File: src/rtl/qdr_pkg.sv
`default_nettype none

package qdr_pkg;

  localparam int NUM_LANES = 4;

  // One data word that is seen whole or per byte lane
  typedef union packed {
    logic [31:0]                word;
    logic [NUM_LANES-1:0][7:0]  bytes;
  } qdr_word_u;

  typedef struct packed {
    logic        strobe;
    logic [15:0] addr;
    qdr_word_u   data;
  } qdr_wr_t;

  typedef struct packed {
    logic        strobe;
    logic [15:0] addr;
  } qdr_rd_t;

  // One byte lane of a returned word
  typedef struct packed {
    logic        valid;
    logic [15:0] addr;
    logic [7:0]  expected;
    logic [7:0]  actual;
  } lane_cmp_t;

endpackage

`default_nettype wire

File: src/rtl/th_regs_pkg.sv
`default_nettype none

package th_regs_pkg;

  // Word addresses taken from wb_adr_i[21:1]
  localparam logic [20:0] REG_CTRL_0        = 21'd0;
  localparam logic [20:0] REG_CTRL_1        = 21'd1;
  localparam logic [20:0] REG_CTRL_2        = 21'd2;
  localparam logic [20:0] REG_CTRL_3        = 21'd3;
  localparam logic [20:0] REG_CTRL_4        = 21'd4;
  localparam logic [20:0] REG_ST_FLAGS      = 21'd16;
  localparam logic [20:0] REG_ST_TOTAL      = 21'd17;
  localparam logic [20:0] REG_ST_LANE_0     = 21'd18;
  localparam logic [20:0] REG_ST_LANE_1     = 21'd19;
  localparam logic [20:0] REG_ST_LANE_2     = 21'd20;
  localparam logic [20:0] REG_ST_LANE_3     = 21'd21;
  localparam logic [20:0] REG_ST_FAIL_ADDR  = 21'd22;
  localparam logic [20:0] REG_ST_FAIL_LANES = 21'd23;

  typedef enum logic [1:0] {
    MODE_ADDR  = 2'd0,  // Address over inverted address
    MODE_WALK1 = 2'd1,
    MODE_LFSR  = 2'd2,
    MODE_CONST = 2'd3   // Seed in both halves
  } th_mode_e;

  // CTRL_4 at the top and CTRL_0 at the bottom
  typedef struct packed {
    logic [11:0] ctrl4_rsvd;
    logic [3:0]  lane_mask;
    logic [15:0] end_addr;    // CTRL_3
    logic [15:0] start_addr;  // CTRL_2
    logic [15:0] seed;        // CTRL_1
    logic [12:0] ctrl0_rsvd;
    th_mode_e    mode;
    logic        start;
  } th_ctrl_t;

  // Bits of REG_ST_FLAGS
  localparam int ST_BUSY_BIT = 0;
  localparam int ST_DONE_BIT = 1;
  localparam int ST_PASS_BIT = 2;

endpackage

`default_nettype wire

File: src/rtl/th_lane_check.sv
`timescale 1ns/1ns
`default_nettype none

module th_lane_check
  import qdr_pkg::*;
#(
  parameter int QDR_ADDR_W = 16
) (
  input  logic        wb_clk_i,
  input  logic        wb_rst_i,
  input  logic        clear_i,
  input  lane_cmp_t   cmp_i,
  output logic [15:0] err_cnt_o,
  output logic        mismatch_o,
  output logic [15:0] first_addr_o,
  output logic        first_valid_o
);

  logic                  mismatch;
  logic [15:0]           err_cnt_q;
  logic                  mismatch_q;
  logic                  first_valid_q;
  logic [QDR_ADDR_W-1:0] first_addr_q;

  assign mismatch = cmp_i.valid && (cmp_i.expected != cmp_i.actual);

  always_ff @(posedge wb_clk_i) begin
    if (wb_rst_i || clear_i) begin
      err_cnt_q     <= '0;
      mismatch_q    <= 1'b0;
      first_valid_q <= 1'b0;
    end else begin
      mismatch_q <= mismatch;
      if (mismatch && err_cnt_q != 16'hffff)  // Saturate
        err_cnt_q <= err_cnt_q + 1'b1;
      if (mismatch)
        first_valid_q <= 1'b1;
    end
  end

  always_ff @(posedge wb_clk_i) begin
    if (mismatch && !first_valid_q)
      first_addr_q <= cmp_i.addr[QDR_ADDR_W-1:0];
  end

  assign err_cnt_o     = err_cnt_q;
  assign mismatch_o    = mismatch_q;
  assign first_addr_o  = 16'(first_addr_q);
  assign first_valid_o = first_valid_q;

endmodule

`default_nettype wire

File: src/rtl/th_sequencer.sv
`timescale 1ns/1ns
`default_nettype none

module th_sequencer
  import th_regs_pkg::*;
  import qdr_pkg::*;
#(
  parameter int QDR_ADDR_W = 16,
  parameter int EXP_DEPTH  = 8
) (
  input  logic                       wb_clk_i,
  input  logic                       wb_rst_i,
  input  th_ctrl_t                   ctrl_i,
  input  logic                       qdr_rd_valid_i,
  input  qdr_word_u                  qdr_rd_data_i,
  output qdr_wr_t                    qdr_wr_o,
  output qdr_rd_t                    qdr_rd_o,
  output lane_cmp_t [NUM_LANES-1:0]  cmp_o,
  output logic                       busy_o,
  output logic                       run_start_o
);

  localparam int          PTR_W     = (EXP_DEPTH > 1) ? $clog2(EXP_DEPTH) : 1;
  localparam logic [31:0] LFSR_POLY = 32'h8020_0003;

  typedef enum logic [2:0] {
    S_IDLE,
    S_WRITE,
    S_READ,
    S_DRAIN,   // All reads issued and waiting for returns
    S_FINISH
  } seq_state_e;

  seq_state_e            state_q;
  logic                  start_q;
  logic                  run_start_q;
  logic                  wr_stb_q;
  logic                  rd_stb_q;
  logic [15:0]           wr_addr_q;
  qdr_word_u             wr_data_q;
  logic [15:0]           rd_addr_q;
  logic [QDR_ADDR_W-1:0] addr_q;
  logic [31:0]           lfsr_q;
  logic [PTR_W:0]        count_q;
  logic [PTR_W-1:0]      wr_ptr_q;
  logic [PTR_W-1:0]      rd_ptr_q;

  qdr_word_u             exp_data_mem [EXP_DEPTH];
  logic [QDR_ADDR_W-1:0] exp_addr_mem [EXP_DEPTH];

  logic [QDR_ADDR_W-1:0] start_addr;
  logic [QDR_ADDR_W-1:0] end_addr;
  logic                  last_addr;
  logic                  start_edge;
  logic                  rd_issue;
  logic                  pop;
  logic [31:0]           lfsr_seed;
  qdr_word_u             pattern;

  function automatic logic [31:0] lfsr_step(input logic [31:0] s);
    return {1'b0, s[31:1]} ^ (s[0] ? LFSR_POLY : 32'h0);
  endfunction

  function automatic qdr_word_u gen_pattern(input th_mode_e mode, input logic [15:0] addr,
                                            input logic [15:0] seed, input logic [31:0] lfsr);
    qdr_word_u w;
    case (mode)
      MODE_ADDR:  w.word = {addr, ~addr};
      MODE_WALK1: w.word = 32'h1 << addr[4:0];
      MODE_LFSR:  w.word = lfsr;
      default:    w.word = {seed, seed};
    endcase
    return w;
  endfunction

  assign start_addr = ctrl_i.start_addr[QDR_ADDR_W-1:0];
  assign end_addr   = ctrl_i.end_addr[QDR_ADDR_W-1:0];
  assign last_addr  = (addr_q == end_addr);
  assign start_edge = ctrl_i.start & ~start_q;
  assign lfsr_seed  = {ctrl_i.seed, ~ctrl_i.seed};
  assign pattern    = gen_pattern(ctrl_i.mode, 16'(addr_q), ctrl_i.seed, lfsr_q);
  assign rd_issue   = (state_q == S_READ) && (count_q < (PTR_W+1)'(EXP_DEPTH));
  assign pop        = qdr_rd_valid_i;

  always_ff @(posedge wb_clk_i) begin
    if (wb_rst_i) begin
      state_q     <= S_IDLE;
      start_q     <= 1'b0;
      run_start_q <= 1'b0;
      wr_stb_q    <= 1'b0;
      rd_stb_q    <= 1'b0;
      count_q     <= '0;
      wr_ptr_q    <= '0;
      rd_ptr_q    <= '0;
    end else begin
      start_q     <= ctrl_i.start;
      run_start_q <= 1'b0;
      wr_stb_q    <= 1'b0;
      rd_stb_q    <= 1'b0;
      count_q     <= count_q + {{PTR_W{1'b0}}, rd_issue} - {{PTR_W{1'b0}}, pop};
      if (pop)
        rd_ptr_q <= rd_ptr_q + 1'b1;
      case (state_q)
        S_IDLE: begin
          if (start_edge) begin  // Edges while busy are dropped
            state_q     <= S_WRITE;
            run_start_q <= 1'b1;
          end
        end
        S_WRITE: begin
          wr_stb_q <= 1'b1;
          if (last_addr)
            state_q <= S_READ;
        end
        S_READ: begin
          if (rd_issue) begin
            rd_stb_q <= 1'b1;
            wr_ptr_q <= wr_ptr_q + 1'b1;
            if (last_addr)
              state_q <= S_DRAIN;
          end
        end
        S_DRAIN: begin
          if (pop && count_q == (PTR_W+1)'(1))
            state_q <= S_FINISH;
        end
        default: state_q <= S_IDLE;  // Checkers latch the last compare here
      endcase
    end
  end

  // Address, pattern and expected-data path
  always_ff @(posedge wb_clk_i) begin
    case (state_q)
      S_IDLE: begin
        if (start_edge) begin
          addr_q <= start_addr;
          lfsr_q <= lfsr_seed;
        end
      end
      S_WRITE: begin
        wr_addr_q <= 16'(addr_q);
        wr_data_q <= pattern;
        if (last_addr) begin
          addr_q <= start_addr;
          lfsr_q <= lfsr_seed;  // Same sequence again for the read phase
        end else begin
          addr_q <= addr_q + 1'b1;
          lfsr_q <= lfsr_step(lfsr_q);
        end
      end
      S_READ: begin
        if (rd_issue) begin
          rd_addr_q              <= 16'(addr_q);
          exp_data_mem[wr_ptr_q] <= pattern;
          exp_addr_mem[wr_ptr_q] <= addr_q;
          addr_q                 <= addr_q + 1'b1;
          lfsr_q                 <= lfsr_step(lfsr_q);
        end
      end
      default: ;
    endcase
  end

  // Returned word against the queue head
  always_comb begin
    for (int i = 0; i < NUM_LANES; i++) begin
      cmp_o[i].valid    = qdr_rd_valid_i;
      cmp_o[i].addr     = 16'(exp_addr_mem[rd_ptr_q]);
      cmp_o[i].expected = exp_data_mem[rd_ptr_q].bytes[i];
      cmp_o[i].actual   = qdr_rd_data_i.bytes[i];
    end
  end

  assign qdr_wr_o    = '{strobe: wr_stb_q, addr: wr_addr_q, data: wr_data_q};
  assign qdr_rd_o    = '{strobe: rd_stb_q, addr: rd_addr_q};
  assign busy_o      = (state_q != S_IDLE);
  assign run_start_o = run_start_q;

endmodule

`default_nettype wire

File: src/rtl/th_status_mux.sv
`timescale 1ns/1ns
`default_nettype none

module th_status_mux
  import th_regs_pkg::*;
  import qdr_pkg::*;
(
  input  logic                        wb_clk_i,
  input  logic                        wb_rst_i,
  input  logic                        run_start_i,
  input  logic                        busy_i,
  input  th_ctrl_t                    ctrl_i,
  input  logic [NUM_LANES-1:0][15:0]  lane_err_cnt_i,
  input  logic [NUM_LANES-1:0]        lane_mismatch_i,
  input  logic [NUM_LANES-1:0][15:0]  lane_first_addr_i,
  input  logic [NUM_LANES-1:0]        lane_first_valid_i,
  input  logic [20:0]                 status_addr_i,
  output logic [15:0]                 status_o
);

  logic                 ran_q;
  logic                 fail_seen_q;
  logic [15:0]          total_q;
  logic [15:0]          fail_addr_q;
  logic [NUM_LANES-1:0] fail_lanes_q;
  logic [NUM_LANES-1:0] hit;
  logic [15:0]          first_addr;
  logic                 done;
  logic                 pass;
  logic [15:0]          flags;

  assign hit  = lane_mismatch_i & ctrl_i.lane_mask;
  assign done = ran_q & ~busy_i;  // Rises as busy falls at the end of a run

  // Lowest failing lane gives the address
  always_comb begin
    first_addr = '0;
    for (int i = NUM_LANES - 1; i >= 0; i--) begin
      if (hit[i] && lane_first_valid_i[i])
        first_addr = lane_first_addr_i[i];
    end
  end

  always_comb begin
    pass = done;
    for (int i = 0; i < NUM_LANES; i++) begin
      if (ctrl_i.lane_mask[i] && lane_err_cnt_i[i] != 16'h0)
        pass = 1'b0;
    end
  end

  always_ff @(posedge wb_clk_i) begin
    if (wb_rst_i || run_start_i) begin
      ran_q        <= run_start_i;
      fail_seen_q  <= 1'b0;
      total_q      <= '0;
      fail_addr_q  <= '0;
      fail_lanes_q <= '0;
    end else begin
      if (|hit && total_q != 16'hffff)
        total_q <= total_q + 1'b1;
      if (|hit && !fail_seen_q) begin  // Earliest failing word only
        fail_seen_q  <= 1'b1;
        fail_addr_q  <= first_addr;
        fail_lanes_q <= hit;
      end
    end
  end

  always_comb begin
    flags              = '0;
    flags[ST_BUSY_BIT] = busy_i;
    flags[ST_DONE_BIT] = done;
    flags[ST_PASS_BIT] = pass;
  end

  always_comb begin
    case (status_addr_i)
      REG_ST_FLAGS:      status_o = flags;
      REG_ST_TOTAL:      status_o = total_q;
      REG_ST_LANE_0:     status_o = lane_err_cnt_i[0];
      REG_ST_LANE_1:     status_o = lane_err_cnt_i[1];
      REG_ST_LANE_2:     status_o = lane_err_cnt_i[2];
      REG_ST_LANE_3:     status_o = lane_err_cnt_i[3];
      REG_ST_FAIL_ADDR:  status_o = fail_addr_q;
      REG_ST_FAIL_LANES: status_o = 16'(fail_lanes_q);
      default:           status_o = '0;
    endcase
  end

endmodule

`default_nettype wire

File: src/rtl/th_top.sv
`timescale 1ns/1ns
`default_nettype none

module th_top
  import th_regs_pkg::*;
  import qdr_pkg::*;
#(
  parameter int QDR_ADDR_W = 16,
  parameter int EXP_DEPTH  = 8
) (
  input  logic        wb_clk_i,
  input  logic        wb_rst_i,
  input  logic        wb_we_i,
  input  logic        wb_cyc_i,
  input  logic        wb_stb_i,
  input  logic [1:0]  wb_sel_i,
  input  logic [31:0] wb_adr_i,
  input  logic [15:0] wb_dat_i,
  output logic [15:0] wb_dat_o,
  output logic        wb_ack_o,
  output qdr_wr_t     qdr_wr_o,
  output qdr_rd_t     qdr_rd_o,
  input  logic        qdr_rd_valid_i,
  input  qdr_word_u   qdr_rd_data_i
);

  th_ctrl_t                   ctrl;
  logic [20:0]                status_addr;
  logic [15:0]                status_word;
  lane_cmp_t [NUM_LANES-1:0]  cmp;
  logic                       busy;
  logic                       run_start;
  logic [NUM_LANES-1:0][15:0] lane_err_cnt;
  logic [NUM_LANES-1:0][15:0] lane_first_addr;
  logic [NUM_LANES-1:0]       lane_mismatch;
  logic [NUM_LANES-1:0]       lane_first_valid;

  th_wb_regs th_wb_regs_i (
    .wb_clk_i     (wb_clk_i),
    .wb_rst_i     (wb_rst_i),
    .wb_we_i      (wb_we_i),
    .wb_cyc_i     (wb_cyc_i),
    .wb_stb_i     (wb_stb_i),
    .wb_sel_i     (wb_sel_i),
    .wb_adr_i     (wb_adr_i),
    .wb_dat_i     (wb_dat_i),
    .wb_dat_o     (wb_dat_o),
    .wb_ack_o     (wb_ack_o),
    .ctrl_o       (ctrl),
    .status_addr_o(status_addr),
    .status_i     (status_word)
  );

  th_sequencer #(
    .QDR_ADDR_W(QDR_ADDR_W),
    .EXP_DEPTH (EXP_DEPTH)
  ) th_sequencer_i (
    .wb_clk_i      (wb_clk_i),
    .wb_rst_i      (wb_rst_i),
    .ctrl_i        (ctrl),
    .qdr_rd_valid_i(qdr_rd_valid_i),
    .qdr_rd_data_i (qdr_rd_data_i),
    .qdr_wr_o      (qdr_wr_o),
    .qdr_rd_o      (qdr_rd_o),
    .cmp_o         (cmp),
    .busy_o        (busy),
    .run_start_o   (run_start)
  );

  for (genvar i = 0; i < NUM_LANES; i++) begin : g_lane
    th_lane_check #(
      .QDR_ADDR_W(QDR_ADDR_W)
    ) th_lane_check_i (
      .wb_clk_i     (wb_clk_i),
      .wb_rst_i     (wb_rst_i),
      .clear_i      (run_start),
      .cmp_i        (cmp[i]),
      .err_cnt_o    (lane_err_cnt[i]),
      .mismatch_o   (lane_mismatch[i]),
      .first_addr_o (lane_first_addr[i]),
      .first_valid_o(lane_first_valid[i])
    );
  end

  th_status_mux th_status_mux_i (
    .wb_clk_i          (wb_clk_i),
    .wb_rst_i          (wb_rst_i),
    .run_start_i       (run_start),
    .busy_i            (busy),
    .ctrl_i            (ctrl),
    .lane_err_cnt_i    (lane_err_cnt),
    .lane_mismatch_i   (lane_mismatch),
    .lane_first_addr_i (lane_first_addr),
    .lane_first_valid_i(lane_first_valid),
    .status_addr_i     (status_addr),
    .status_o          (status_word)
  );

endmodule

`default_nettype wire

File: src/rtl/th_wb_regs.sv
`timescale 1ns/1ns
`default_nettype none

module th_wb_regs
  import th_regs_pkg::*;
(
  input  logic        wb_clk_i,
  input  logic        wb_rst_i,
  input  logic        wb_we_i,
  input  logic        wb_cyc_i,
  input  logic        wb_stb_i,
  input  logic [1:0]  wb_sel_i,
  input  logic [31:0] wb_adr_i,
  input  logic [15:0] wb_dat_i,
  output logic [15:0] wb_dat_o,
  output logic        wb_ack_o,
  output th_ctrl_t    ctrl_o,
  output logic [20:0] status_addr_o,
  input  logic [15:0] status_i
);

  localparam int NUM_CTRL = 5;

  logic [NUM_CTRL-1:0][15:0] ctrl_q;
  logic [20:0]               adr_q;
  logic                      ack_q;
  logic                      req;
  logic [NUM_CTRL-1:0]       wr_hit;
  logic [NUM_CTRL-1:0]       rd_hit;

  // One-hot control word select that is zero for status space
  function automatic logic [NUM_CTRL-1:0] ctrl_decode(input logic [20:0] adr);
    logic [NUM_CTRL-1:0] hit;
    hit[0] = (adr == REG_CTRL_0);
    hit[1] = (adr == REG_CTRL_1);
    hit[2] = (adr == REG_CTRL_2);
    hit[3] = (adr == REG_CTRL_3);
    hit[4] = (adr == REG_CTRL_4);
    return hit;
  endfunction

  assign req    = wb_cyc_i & wb_stb_i & ~ack_q;
  assign wr_hit = ctrl_decode(wb_adr_i[21:1]);
  assign rd_hit = ctrl_decode(adr_q);

  always_ff @(posedge wb_clk_i) begin
    if (wb_rst_i) begin
      ack_q  <= 1'b0;
      adr_q  <= '0;
      ctrl_q <= '0;
    end else begin
      ack_q <= req;  // Single cycle ack
      if (req) begin
        adr_q <= wb_adr_i[21:1];
        if (wb_we_i) begin
          for (int i = 0; i < NUM_CTRL; i++) begin
            if (wr_hit[i]) begin
              if (wb_sel_i[0])
                ctrl_q[i][7:0] <= wb_dat_i[7:0];
              if (wb_sel_i[1])
                ctrl_q[i][15:8] <= wb_dat_i[15:8];
            end
          end
        end
      end
    end
  end

  // Control words read back and everything else comes from the status block
  always_comb begin
    wb_dat_o = status_i;
    for (int i = 0; i < NUM_CTRL; i++) begin
      if (rd_hit[i])
        wb_dat_o = ctrl_q[i];
    end
  end

  assign wb_ack_o      = ack_q;
  assign ctrl_o        = th_ctrl_t'(ctrl_q);
  assign status_addr_o = adr_q;

endmodule

`default_nettype wire

File: config.mk
export PLATFORM = sky130hd
export DESIGN_NAME = th_top
export DESIGN_NICKNAME = d
export VERILOG_FILES = /design/src/rtl/qdr_pkg.sv /design/src/rtl/th_regs_pkg.sv /design/src/rtl/th_lane_check.sv /design/src/rtl/th_sequencer.sv /design/src/rtl/th_status_mux.sv /design/src/rtl/th_top.sv /design/src/rtl/th_wb_regs.sv
export SDC_FILE = /design/constraint.sdc
export NUM_CORES = 1
export LEC_CHECK = 0
export BUFFER_PORTS_ARGS = -buffer_cell sky130_fd_sc_hd__clkbuf_2
export CORE_MARGIN = 2
export CORE_UTILIZATION = 28
export CTS_CLUSTER_DIAMETER = 50
export DETAILED_ROUTE_END_ITERATION = 10
export GPL_ROUTABILITY_DRIVEN = 0
export GPL_TIMING_DRIVEN = 0
export PLACE_DENSITY = 0.45
export SLEW_MARGIN = 0
export SYNTH_ARGS = -nofsm -noshare
export SYNTH_HDL_FRONTEND = slang
export SYNTH_SLANG_ARGS = --single-unit
File: constraint.sdc
create_clock -name wb_clk_i -period 15.04 [get_ports wb_clk_i]
set_input_delay 2.256 -clock wb_clk_i [delete_from_list [all_inputs] [get_ports wb_clk_i]]
set_output_delay 2.256 -clock wb_clk_i [all_outputs]
set_load 0.01 [all_outputs]
==> run_results.csv, run 1 <==
group,metric,value,unit
sta,maxSlewViolCount,0,
worst_hold_path,min-delay-start,"th_wb_regs_i.status_addr_o[18]",
run_status,outcome,"finished clean",
global_routing,antenna_found_initial,14,
yosys,ys_seq_elements,792,
route,viasPerCell,5.07,
route,via_count,23560,
yosys,postSynthAreaPerCell,13.1,µm²
yosys,syn_area,34300,µm²
global_routing,grt_pass1_wl,167000,µm
setup_path,r2r-end,"g_lane[3].th_lane_check_i.first_addr_o[6]",
setup_path,reg2reg_setup_slack,10.70,ns
global_routing,grtUsageTotal,18.2,%
clock_tree,cts_hold_buf,0,
clock_tree,cts_tree,"yes",
setup_path,r2r_cells,11,
cells_and_area,nets,3033,
sta,tightestPinTransition,1.24,ns
clock_tree,numCtsBuffers,107,
sta,post-route-period-util,46.8,%
pwr,vdd_ir_drop_max,0.0000849,V
cells_and_area,post-route-util,34.0,%
yosys,synth_top_area_cell,"edfxtp_1",
sta,fmax,142,MHz
setup_path,required,12.78,ns
global_routing,gr-total-overflow,0,
setup_path,critical_path_class,"reg -> out",
yosys,syn_nets,2735,
cells_and_area,multi_input_area,12000,µm²
floorplan,die_h,354,µm
setup_path,arrival,4.79,ns
yosys,yosys_warnings,0,
cells_and_area,regArea,21500,µm²
clock_tree,insertion_delay,0.73,ns
setup_path,crit_start,"th_wb_regs_i.status_addr_o[12]",
yosys,synthFlopType,"edfxtp_1",
worst_hold_path,hold_class,"reg -> reg",
yosys,synthArstFlopShare,0,%
floorplan,core,122000,µm²
sta,setup_viol,0,
clock_tree,clk_pin_slew,0.06,ns
yosys,syn-instance-count,2624,
yosys,synth_top_area_share,49.2,%
yosys,yosysUniqueCellTypes,80,
sta,finalCriticalPeriod,7.04,ns
route,drtIter0Drc,2427,
placed_design,dp_hpwl,84600,µm
cells_and_area,layout_commonest_cell,"edfxtp_1",
floorplan,rows,128,
yosys,synth_area_leaders,"edfxtp_1 49%, dfxtp_1 14%, mux2i_1 5.8%",
cells_and_area,final_cell_mix,"561 x edfxtp_1, 231 x dfxtp_1, 222 x nor2_1, 197 x mux2i_1, 185 x nand2_1",
worst_hold_path,min_delay_path_depth,2,
cells_and_area,nFillCells,12034,
setup_path,cp_max_fo,9,
global_routing,grt_start_max_net_pins,28,
sta,finClkSkew,0.0528,ns
route,wire_per_inst,25.0,µm
pwr,powerDensity,125,nW/µm²
yosys,synth-seq-area-share,62.7,%
clock_tree,postCtsSetupBuffers,0,
clock_tree,cts_resized,0,
setup_path,cp-start-kind,"flip-flop",
global_routing,grt_pass1_vias,23166,
yosys,synth_enable_flop_cells,561,
pwr,total_leakage_power,13.9,nW
sta,hold_violations,0,
sta,finalSetupTns,0,ns
floorplan,io_pins,171,
job,drv_cap,0,
floorplan,initial_core_util,28.2,%
floorplan,die_w,354,µm
floorplan,dieArea,125000,µm²
cells_and_area,syn_to_final_growth,20.8,%
route,wl,116000,µm
placed_design,port_buffers,155,
clock_tree,cts.path.max_buffers,3,
route,drt_first_pass_iters,6,
clock_tree,root_buffer,"clkbuf_16",
cells_and_area,drive_gt1_share,18.7,%
route,drc,0,
sta,relSlewSlack,17.0,%
clock_tree,cts.sinks,792,
setup_path,worst_setup_path_end_kind,"output port",
route,antenna_left,0,
clock_tree,cts.htree.levels,3,
worst_hold_path,worstHoldEndpoint,"th_wb_regs_i.status_addr_o[18]",
sta,rsz0062_at_grt,"no",
## logic make-up (layout without fill, tap and decap cells)
| family | count (synthesis) | after routing | share of synthesized area, % |
|---|---|---|---|
| mux | 318 | 318 | 12.1 |
| xor+xnor | 71 | 71 | 1.82 |
| other cells | 0 | 4 | 0 |
| buf+inv | 197 | 588 | 2.60 |
| flops | 792 | 792 | 62.7 |
| fa+ha+maj | 23 | 23 | 0.862 |
| simple gates | 796 | 796 | 11.6 |
| compound gates | 427 | 427 | 8.34 |
## report_power, final
| group | internal (mW) | switching [mW] | total, mW |
|---|---|---|---|
| clock | 1.51 | 1.06 | 2.57 |
| sequential | 2.34 | 0.0123 | 2.35 |
| combinational | 0.0978 | 0.172 | 0.269 |
| total | 3.94 | 1.24 | 5.19 |
## per-stage QoR
| stage | worst slack (ns) | area [µm²] | power, mW | instances | hold WS, ns |
|---|---|---|---|---|---|
| global placement | 1.76 | 37100 | 2.66 | 4404 | 0.438 |
| CTS | 7.96 | 41400 | 5.25 | 4640 | 0.451 |
| global route | 7.85 | 41400 | 5.35 | 4640 | 0.461 |
| finish | 8.00 | 41400 | 5.19 | 4644 | 0.450 |
| floorplan | 8.71 | 34300 | 2.56 | 2624 | 0.431 |
| detailed placement | 8.78 | 37700 | 2.67 | 4438 | 0.444 |
## layout make-up
type	instances	share of cell area, %
multi-input cells	1635	29.0
plain buffers	158	1.80
flip-flops and latches	792	51.9
well taps	1625	4.92
clock inverters	67	1.78
diodes	4	0.0242
clock buffers	135	7.03
inverters	39	0.354
repair buffers	189	3.23
## flip-flops by register name, indices dropped and copies added (netlist names), 16 cells and up, named ones only
register                             flops
th_status_mux_i.fail_addr_q             16
g_lane.th_lane_check_i.first_addr_o     64
th_sequencer_i.lfsr_q                   32
th_sequencer_i.wr_data_q                32
th_sequencer_i.addr_q                   16
th_wb_regs_i.status_addr_o              21
th_sequencer_i.exp_data_mem            256
g_lane.th_lane_check_i.err_cnt_o        64
th_sequencer_i.wr_addr_q                16
th_status_mux_i.total_q                 16
th_wb_regs_i.ctrl_o                     80
th_sequencer_i.exp_addr_mem            128
th_sequencer_i.rd_addr_q                16
## how the worst max path moves through the flow
stage               cells past startpoint                                end
finish                                  8                        wb_dat_o[1]
global route                            9                        wb_dat_o[8]
CTS                                     8                        wb_dat_o[1]
detailed placement                      8                        wb_dat_o[1]
global placement                        5  th_sequencer_i.exp_data_mem[4][6]
floorplan                               5  th_sequencer_i.exp_addr_mem[4][0]
## worst max-delay path: stages, from the launching register on
cell and delay (ns):
dfxtp_1 0.31, nor4_1 0.45, nand4_1 0.53, nor3_1 0.90, nand2_1 0.26, nor3_1 0.38, a221oi_1 0.15, a311oi_1 0.82
clkbuf_2 0.27
## synthesized netlist by cell type (45+ instances only)
| library cell | number |
|---|---|
| mux4_2 | 73 |
| or3_1 | 54 |
| clkbuf_1 | 107 |
| nand2_1 | 185 |
| a21oi_1 | 125 |
| nor2_1 | 232 |
| o21ai_0 | 50 |
| mux2i_1 | 197 |
| mux2_2 | 47 |
| nor3_1 | 52 |
| nand3_1 | 72 |
| edfxtp_1 | 561 |
| xor2_1 | 47 |
| a22oi_1 | 45 |
| dfxtp_1 | 231 |
## routing by layer
metal | wire length [µm] | vias up | GRT usage (%) | part of all wire (%)
li1 | - | 10696 | - | -
met1 | 52500 | 11796 | 25.3 | 45
met2 | 53100 | 856 | 28.8 | 46
met3 | 6770 | 206 | 3.08 | 5.8
met4 | 3580 | 6 | 5.97 | 3.1
met5 | 25 | - | 0 | 0.022
Power figures use the tool's default switching activity.
==> run 2, diff against run 1 <==
--- a/config.mk
+++ b/config.mk
@@ -12,7 +12,7 @@
 export DETAILED_ROUTE_END_ITERATION = 10
 export GPL_ROUTABILITY_DRIVEN = 0
 export GPL_TIMING_DRIVEN = 0
-export PLACE_DENSITY = 0.45
+export PLACE_DENSITY = 0.46
 export SLEW_MARGIN = 0
 export SYNTH_ARGS = -nofsm -noshare
 export SYNTH_HDL_FRONTEND = slang
==> constraint.sdc (replaced) <==
create_clock -name wb_clk_i -period 6.34 [get_ports wb_clk_i]
set_input_delay 0.951 -clock wb_clk_i [delete_from_list [all_inputs] [get_ports wb_clk_i]]
set_output_delay 0.951 -clock wb_clk_i [all_outputs]
set_load 0.01 [all_outputs]
==> run 2 against run 1 <==
- non-clock buffer count is 1 higher
- sequential share of layout area is 0.055 points higher
- utilization hardly changed
==> run_results.csv, run 2 (synthesis gave the netlist of run 1 again) <==
group,metric,value,unit
clock_tree,clk_pin_slew,0.06,ns
sta,finClkSkew,0.0725,ns
placed_design,dp_cells,4439,
route,antenna_left,0,
clock_tree,cts.htree.levels,3,
setup_path,critical_path_class,"reg -> out",
setup_path,r2r_cells,11,
route,drtIter0Drc,2529,
route,drc,0,
cells_and_area,nFillCells,12115,
cells_and_area,final_cells,4636,
sta,setup_viol,0,
floorplan,core,122000,µm²
pwr,vdd_ir_drop_max,0.000208,V
worst_hold_path,hold_class,"reg -> reg",
global_routing,gr-total-overflow,0,
worst_hold_path,min_delay_path_depth,2,
sta,hold_slack,0.448,ns
floorplan,rows,128,
floorplan,die_w,354,µm
setup_path,arrival,4.65,ns
route,wire_per_inst,25.2,µm
setup_path,cp-start-kind,"flip-flop",
cells_and_area,syn_to_final_growth,20.6,%
global_routing,grtUsageTotal,18.3,%
global_routing,grt_pass1_vias,23367,
cells_and_area,final_cell_mix,"561 x edfxtp_1, 231 x dfxtp_1, 222 x nor2_1, 197 x mux2i_1, 185 x nand2_1",
pwr,powerDensity,295,nW/µm²
clock_tree,cts_hold_buf,0,
sta,rsz0062_at_grt,"no",
clock_tree,insertion_delay,0.73,ns
cells_and_area,drive_gt1_share,18.5,%
sta,maxSlewViolCount,0,
global_routing,antenna_found_initial,10,
route,drt_first_pass_iters,6,
clock_tree,cts.path.max_buffers,3,
setup_path,required,5.39,ns
worst_hold_path,min-delay-start,"th_wb_regs_i.status_addr_o[18]",
clock_tree,cts_tree,"yes",
clock_tree,cts.sinks,792,
sta,hold_violations,0,
cells_and_area,layout_commonest_cell,"edfxtp_1",
route,wl,117000,µm
sta,fmax,179,MHz
sta,finalCriticalPeriod,5.60,ns
worst_hold_path,worstHoldEndpoint,"th_wb_regs_i.status_addr_o[18]",
sta,tightestPinTransition,1.24,ns
sta,post-route-period-util,88.3,%
setup_path,cp_max_fo,10,
route,viasPerCell,5.15,
clock_tree,postCtsSetupBuffers,0,
route,via_count,23863,
setup_path,crit_start,"th_wb_regs_i.status_addr_o[20]",
cells_and_area,nets,3031,
pwr,total_leakage_power,13.8,nW
setup_path,r2r-end,"g_lane[3].th_lane_check_i.first_addr_o[2]",
run_status,outcome,"finished clean",
clock_tree,root_buffer,"clkbuf_16",
floorplan,initial_core_util,28.2,%
setup_path,crit_chain,"nor4_1 -> nand4_1 -> nor3_1 -> nand2_1 -> nor3_1 -> buf_2 -> nand2_1 -> a31oi_1 -> clkbuf_2",
setup_path,worst_path_max_delay_cell,"nor3_1",
setup_path,reg2reg_setup_slack,2.01,ns
cells_and_area,regArea,21500,µm²
job,drv_cap,0,
clock_tree,numCtsBuffers,104,
global_routing,grt_pass1_wl,168000,µm
floorplan,dieArea,125000,µm²
floorplan,io_pins,171,
placed_design,dp_hpwl,86000,µm
cells_and_area,regMostFlops,"th_sequencer_i.exp_data_mem",
placed_design,port_buffers,155,
setup_path,worst_setup_path_end_kind,"output port",
setup_path,max_stage_delay,0.80,ns
clock_tree,cts_resized,0,
cells_and_area,multi_input_area,12000,µm²
cells_and_area,largest_reg_flops,256,
sta,relSlewSlack,16.7,%
floorplan,die_h,354,µm
global_routing,grt_start_max_net_pins,27,
==> run 2: cell count changes in the layout (fill, tap and decap cells not counted), sizes merged <==
cell,delta
buf,+1
bufinv,+4
clkbuf,-8
clkinv,+11
clkinvlp,+4
diode,-3
inv,-17
==> run 2: cell type report <==
cell class / instances / share of cell area, %
clock buffers: 127 / 6.58
repair buffers: 190 / 3.28
flip-flops and latches: 792 / 52.0
well taps: 1625 / 4.92
diodes: 1 / 0.00606
inverters: 39 / 0.354
multi-input cells: 1635 / 29.0
clock inverters: 69 / 2.10
plain buffers: 158 / 1.80
==> run 2: worst max path at each step <==
stage / slack (ns) / cells after the start / endpoint
floorplan: 0.009 / 5 / th_sequencer_i.exp_addr_mem[4][0]
global placement: -6.99 / 5 / th_sequencer_i.exp_data_mem[0][16]
detailed placement: 1.36 / 8 / wb_dat_o[1]
CTS: 0.58 / 8 / wb_dat_o[1]
global route: 0.55 / 8 / wb_dat_o[1]
finish: 0.74 / 9 / wb_dat_o[4]
==> run 2: power by group <==
part | internal (mW) | switching, mW
Sequential | 5.55 | 0.0270
Clock | 3.53 | 2.46
Combinational | 0.231 | 0.410
==> run 2: critical path, delay by kind of cell (launching register included) <==
| kind | cells | cell delay (ns) |
|---|---|---|
| buf+inv | 2 | 0.61 |
| simple gates | 6 | 2.37 |
| flops | 1 | 0.31 |
| compound gates | 1 | 0.65 |
==> run 2: per-layer routing <==
layer	part of all wire [%]	vias up	wire (µm)	global-route usage (%)
met5	0.014	-	16	0
met4	2.9	2	3410	5.73
met3	6.5	195	7580	2.82
met2	45	962	52900	28.7
met1	45	12001	53000	25.8
li1	-	10703	-	-
==> run 2: stage by stage <==
step           setup slack [ns]  power (mW)  util, %  setup TNS [ns]  area [µm²]
2_1_floorplan           0.00940        6.07        -               0       34300
3_3_place_gp              -6.99        6.32     30.5        -1780.13       37100
3_5_place_dp               1.36        6.33     31.0               0       37700
4_1_cts                   0.577        12.3     34.0               0       41300
5_1_grt                   0.547        12.6     34.0               0       41300
6_report                  0.740        12.2     34.0               0       41300
==> run 3, diff against run 2 <==
--- a/config.mk
+++ b/config.mk
@@ -5,14 +5,15 @@
 export SDC_FILE = /design/constraint.sdc
 export NUM_CORES = 1
 export LEC_CHECK = 0
-export BUFFER_PORTS_ARGS = -buffer_cell sky130_fd_sc_hd__clkbuf_2
 export CORE_MARGIN = 2
 export CORE_UTILIZATION = 28
+export CTS_BUF_LIST = sky130_fd_sc_hd__clkbuf_2
 export CTS_CLUSTER_DIAMETER = 50
 export DETAILED_ROUTE_END_ITERATION = 10
+export DONT_BUFFER_PORTS = 1
 export GPL_ROUTABILITY_DRIVEN = 0
 export GPL_TIMING_DRIVEN = 0
-export PLACE_DENSITY = 0.46
+export PLACE_DENSITY = 0.45
 export SLEW_MARGIN = 0
 export SYNTH_ARGS = -nofsm -noshare
 export SYNTH_HDL_FRONTEND = slang
==> run 3 against run 2 <==
- non-clock buffer count fell by 67
- hold slack got worse by 0.19 ns
- worst setup slack got worse by 0.46 ns
- cell count rose by 2.7%
- maximum frequency fell by 7.7%
- first-iteration DRC count rose by 8.3%
- sequential cell count did not move
- sequential share of layout area rose by 2.0 points
- utilization fell by 1.3 points
- critical path type unchanged
- largest cell class unchanged
- largest power group is now sequential cells
==> run_results.csv, run 3 (synthesis gave the netlist of run 1 again) <==
group,metric,value,unit
worst_hold_path,hold_class,"in -> reg",
route,drtIter0Drc,2738,
clock_tree,root_buffer,"clkbuf_2",
setup_path,max_stage_delay,1.00,ns
floorplan,initial_core_util,28.2,%
cells_and_area,syn_to_final_growth,16.1,%
cells_and_area,regMostFlops,"th_sequencer_i.exp_data_mem",
sta,relSlewSlack,11.3,%
setup_path,required,5.39,ns
route,drt_first_pass_iters,7,
floorplan,dieArea,125000,µm²
placed_design,dp_hpwl,85100,µm
cells_and_area,largest_reg_flops,256,
pwr,vdd_ir_drop_max,0.000152,V
route,antenna_left,0,
cells_and_area,nFillCells,12115,
sta,finalCriticalPeriod,6.06,ns
clock_tree,numCtsBuffers,212,
setup_path,cp-start-kind,"flip-flop",
global_routing,gr-total-overflow,0,
cells_and_area,layout_commonest_cell,"edfxtp_1",
setup_path,worst_path_max_delay_cell,"a311oi_1",
pwr,powerDensity,248,nW/µm²
global_routing,grt_pass1_vias,24464,
placed_design,port_buffers,0,
sta,fmax,165,MHz
cells_and_area,final_cell_mix,"561 x edfxtp_1, 296 x clkbuf_2, 231 x dfxtp_1, 222 x nor2_1, 197 x mux2i_1",
clock_tree,clk_pin_slew,0.09,ns
setup_path,path_buf_inv,3,
route,wire_per_inst,24.7,µm
setup_path,worst_setup_path_end_kind,"output port",
worst_hold_path,min-delay-start,"qdr_rd_data_i[2]",
sta,finClkSkew,0.234,ns
global_routing,grt_pass1_wl,169000,µm
sta,setup_viol,0,
setup_path,path_delay_family,"buffers and inverters",
clock_tree,cts_tree,"yes",
clock_tree,insertion_delay,1.68,ns
global_routing,grtUsageTotal,18.4,%
cells_and_area,drive_gt1_share,18.0,%
floorplan,io_pins,171,
setup_path,crit_start,"th_wb_regs_i.status_addr_o[1]",
pwr,total_leakage_power,13.2,nW
setup_path,crit_chain,"buf_1 -> clkbuf_1 -> clkbuf_1 -> nand3_1 -> nor3_1 -> a311oi_1 -> a311oi_1",
sta,hold_slack,0.254,ns
setup_path,cp_max_fo,10,
pwr,total_power,9.85,mW
sta,hold_violations,0,
route,wl,118000,µm
route,viasPerCell,5.14,
sta,setup_ws,0.275,ns
clock_tree,cts.sinks,792,
clock_tree,cts.htree.levels,4,
global_routing,antenna_found_initial,17,
job,drv_cap,0,
sta,tightestPinTransition,1.32,ns
floorplan,die_h,354,µm
route,drc,0,
setup_path,critical_path_class,"reg -> out",
route,via_count,24468,
floorplan,die_w,354,µm
cells_and_area,nets,3072,
global_routing,grt_start_max_net_pins,32,
placed_design,pre_cts_slack,1.48,ns
sta,maxSlewViolCount,0,
setup_path,arrival,5.11,ns
clock_tree,cts.path.max_buffers,3,
sta,post-route-period-util,95.7,%
floorplan,rows,128,
run_status,outcome,"finished clean",
floorplan,core,122000,µm²
[run 3: changes by cell type in the layout (fill, tap and decap cells not counted), moves of 11 or more]
cell           change
clkinv_1          +48
dlygate4sd3_1     +88
clkbuf_16        -104
clkbuf_1          -20
clkinvlp_4        -11
clkbuf_2         +141
[run 3: worst reg2reg max path, stage by stage, from the launching register on]
cell,delay [ns]
dfxtp_1,0.45
buf_2,0.45
inv_1,0.13
buf_2,0.28
mux2i_1,0.33
xor2_1,0.39
o221ai_1,0.20
dlygate4sd3_1,0.63
nor4_4,0.79
dlygate4sd3_1,0.89
buf_6,0.21
buf_6,0.17
nor3_2,0.13
buf_4,0.23
[run 3: worst paths after layout]
kind / endpoint / depth (start not counted) / slack [ns]
setup / recovery: wb_dat_o[1] / 7 / 0.28
hold / removal: g_lane[0].th_lane_check_i.err_cnt_o[2] / 5 / 0.25
setup reg to reg: g_lane[1].th_lane_check_i.first_addr_o[11] / 13 / 0.71
hold reg to reg: th_wb_regs_i.status_addr_o[18] / 2 / 0.46
[run 3: timing repair]
item	in CTS	in global routing
buffers inserted	2	0
gates resized for setup	5	1
hold buffers	88	0
hold endpoints to repair	159	0
pin swaps	1	0
endpoints found under the setup margin	14	1
[run 3: final cells by class]
cell class	count	area [µm²]	share of cell area, %
Clock buffer	296	1480	3.72
Sequential cell	792	21500	54.0
Buffer	158	746	1.87
Multi-Input combinational cell	1635	12000	30.2
Clock inverter	85	453	1.14
Antenna cell	9	22.5	0.0566
Timing Repair Buffer	123	1410	3.54
Inverter	39	146	0.368
Tap cell	1625	2030	5.11
[run 3: layer usage]
| metal | part of all wire, % | GRT usage, % | wire (µm) | vias to the layer above |
|---|---|---|---|---|
| met5 | 0.047 | 0 | 55 | - |
| met4 | 3.5 | 7.12 | 4120 | 8 |
| met3 | 7.7 | 5.44 | 9000 | 232 |
| met2 | 45 | 28.8 | 53500 | 1060 |
| met1 | 43 | 24.1 | 51000 | 12284 |
| li1 | - | - | - | 10884 |
[run 3: stage by stage]
stage	TNS, ns	utilization (%)	std cells	area [µm²]
floorplan	0	-	2624	34300
finish	0	32.7	4762	39800
detailed placement	0	30.3	4282	36900
CTS	0	32.7	4753	39700
global route	-0.0690	32.7	4760	39800
global placement	-1673.72	29.9	4249	36300
[run 3: where the power goes]
part | internal [mW] | switching [mW] | total (mW)
clock network | 1.39 | 2.25 | 3.64
registers | 5.54 | 0.0306 | 5.57
logic | 0.248 | 0.401 | 0.649
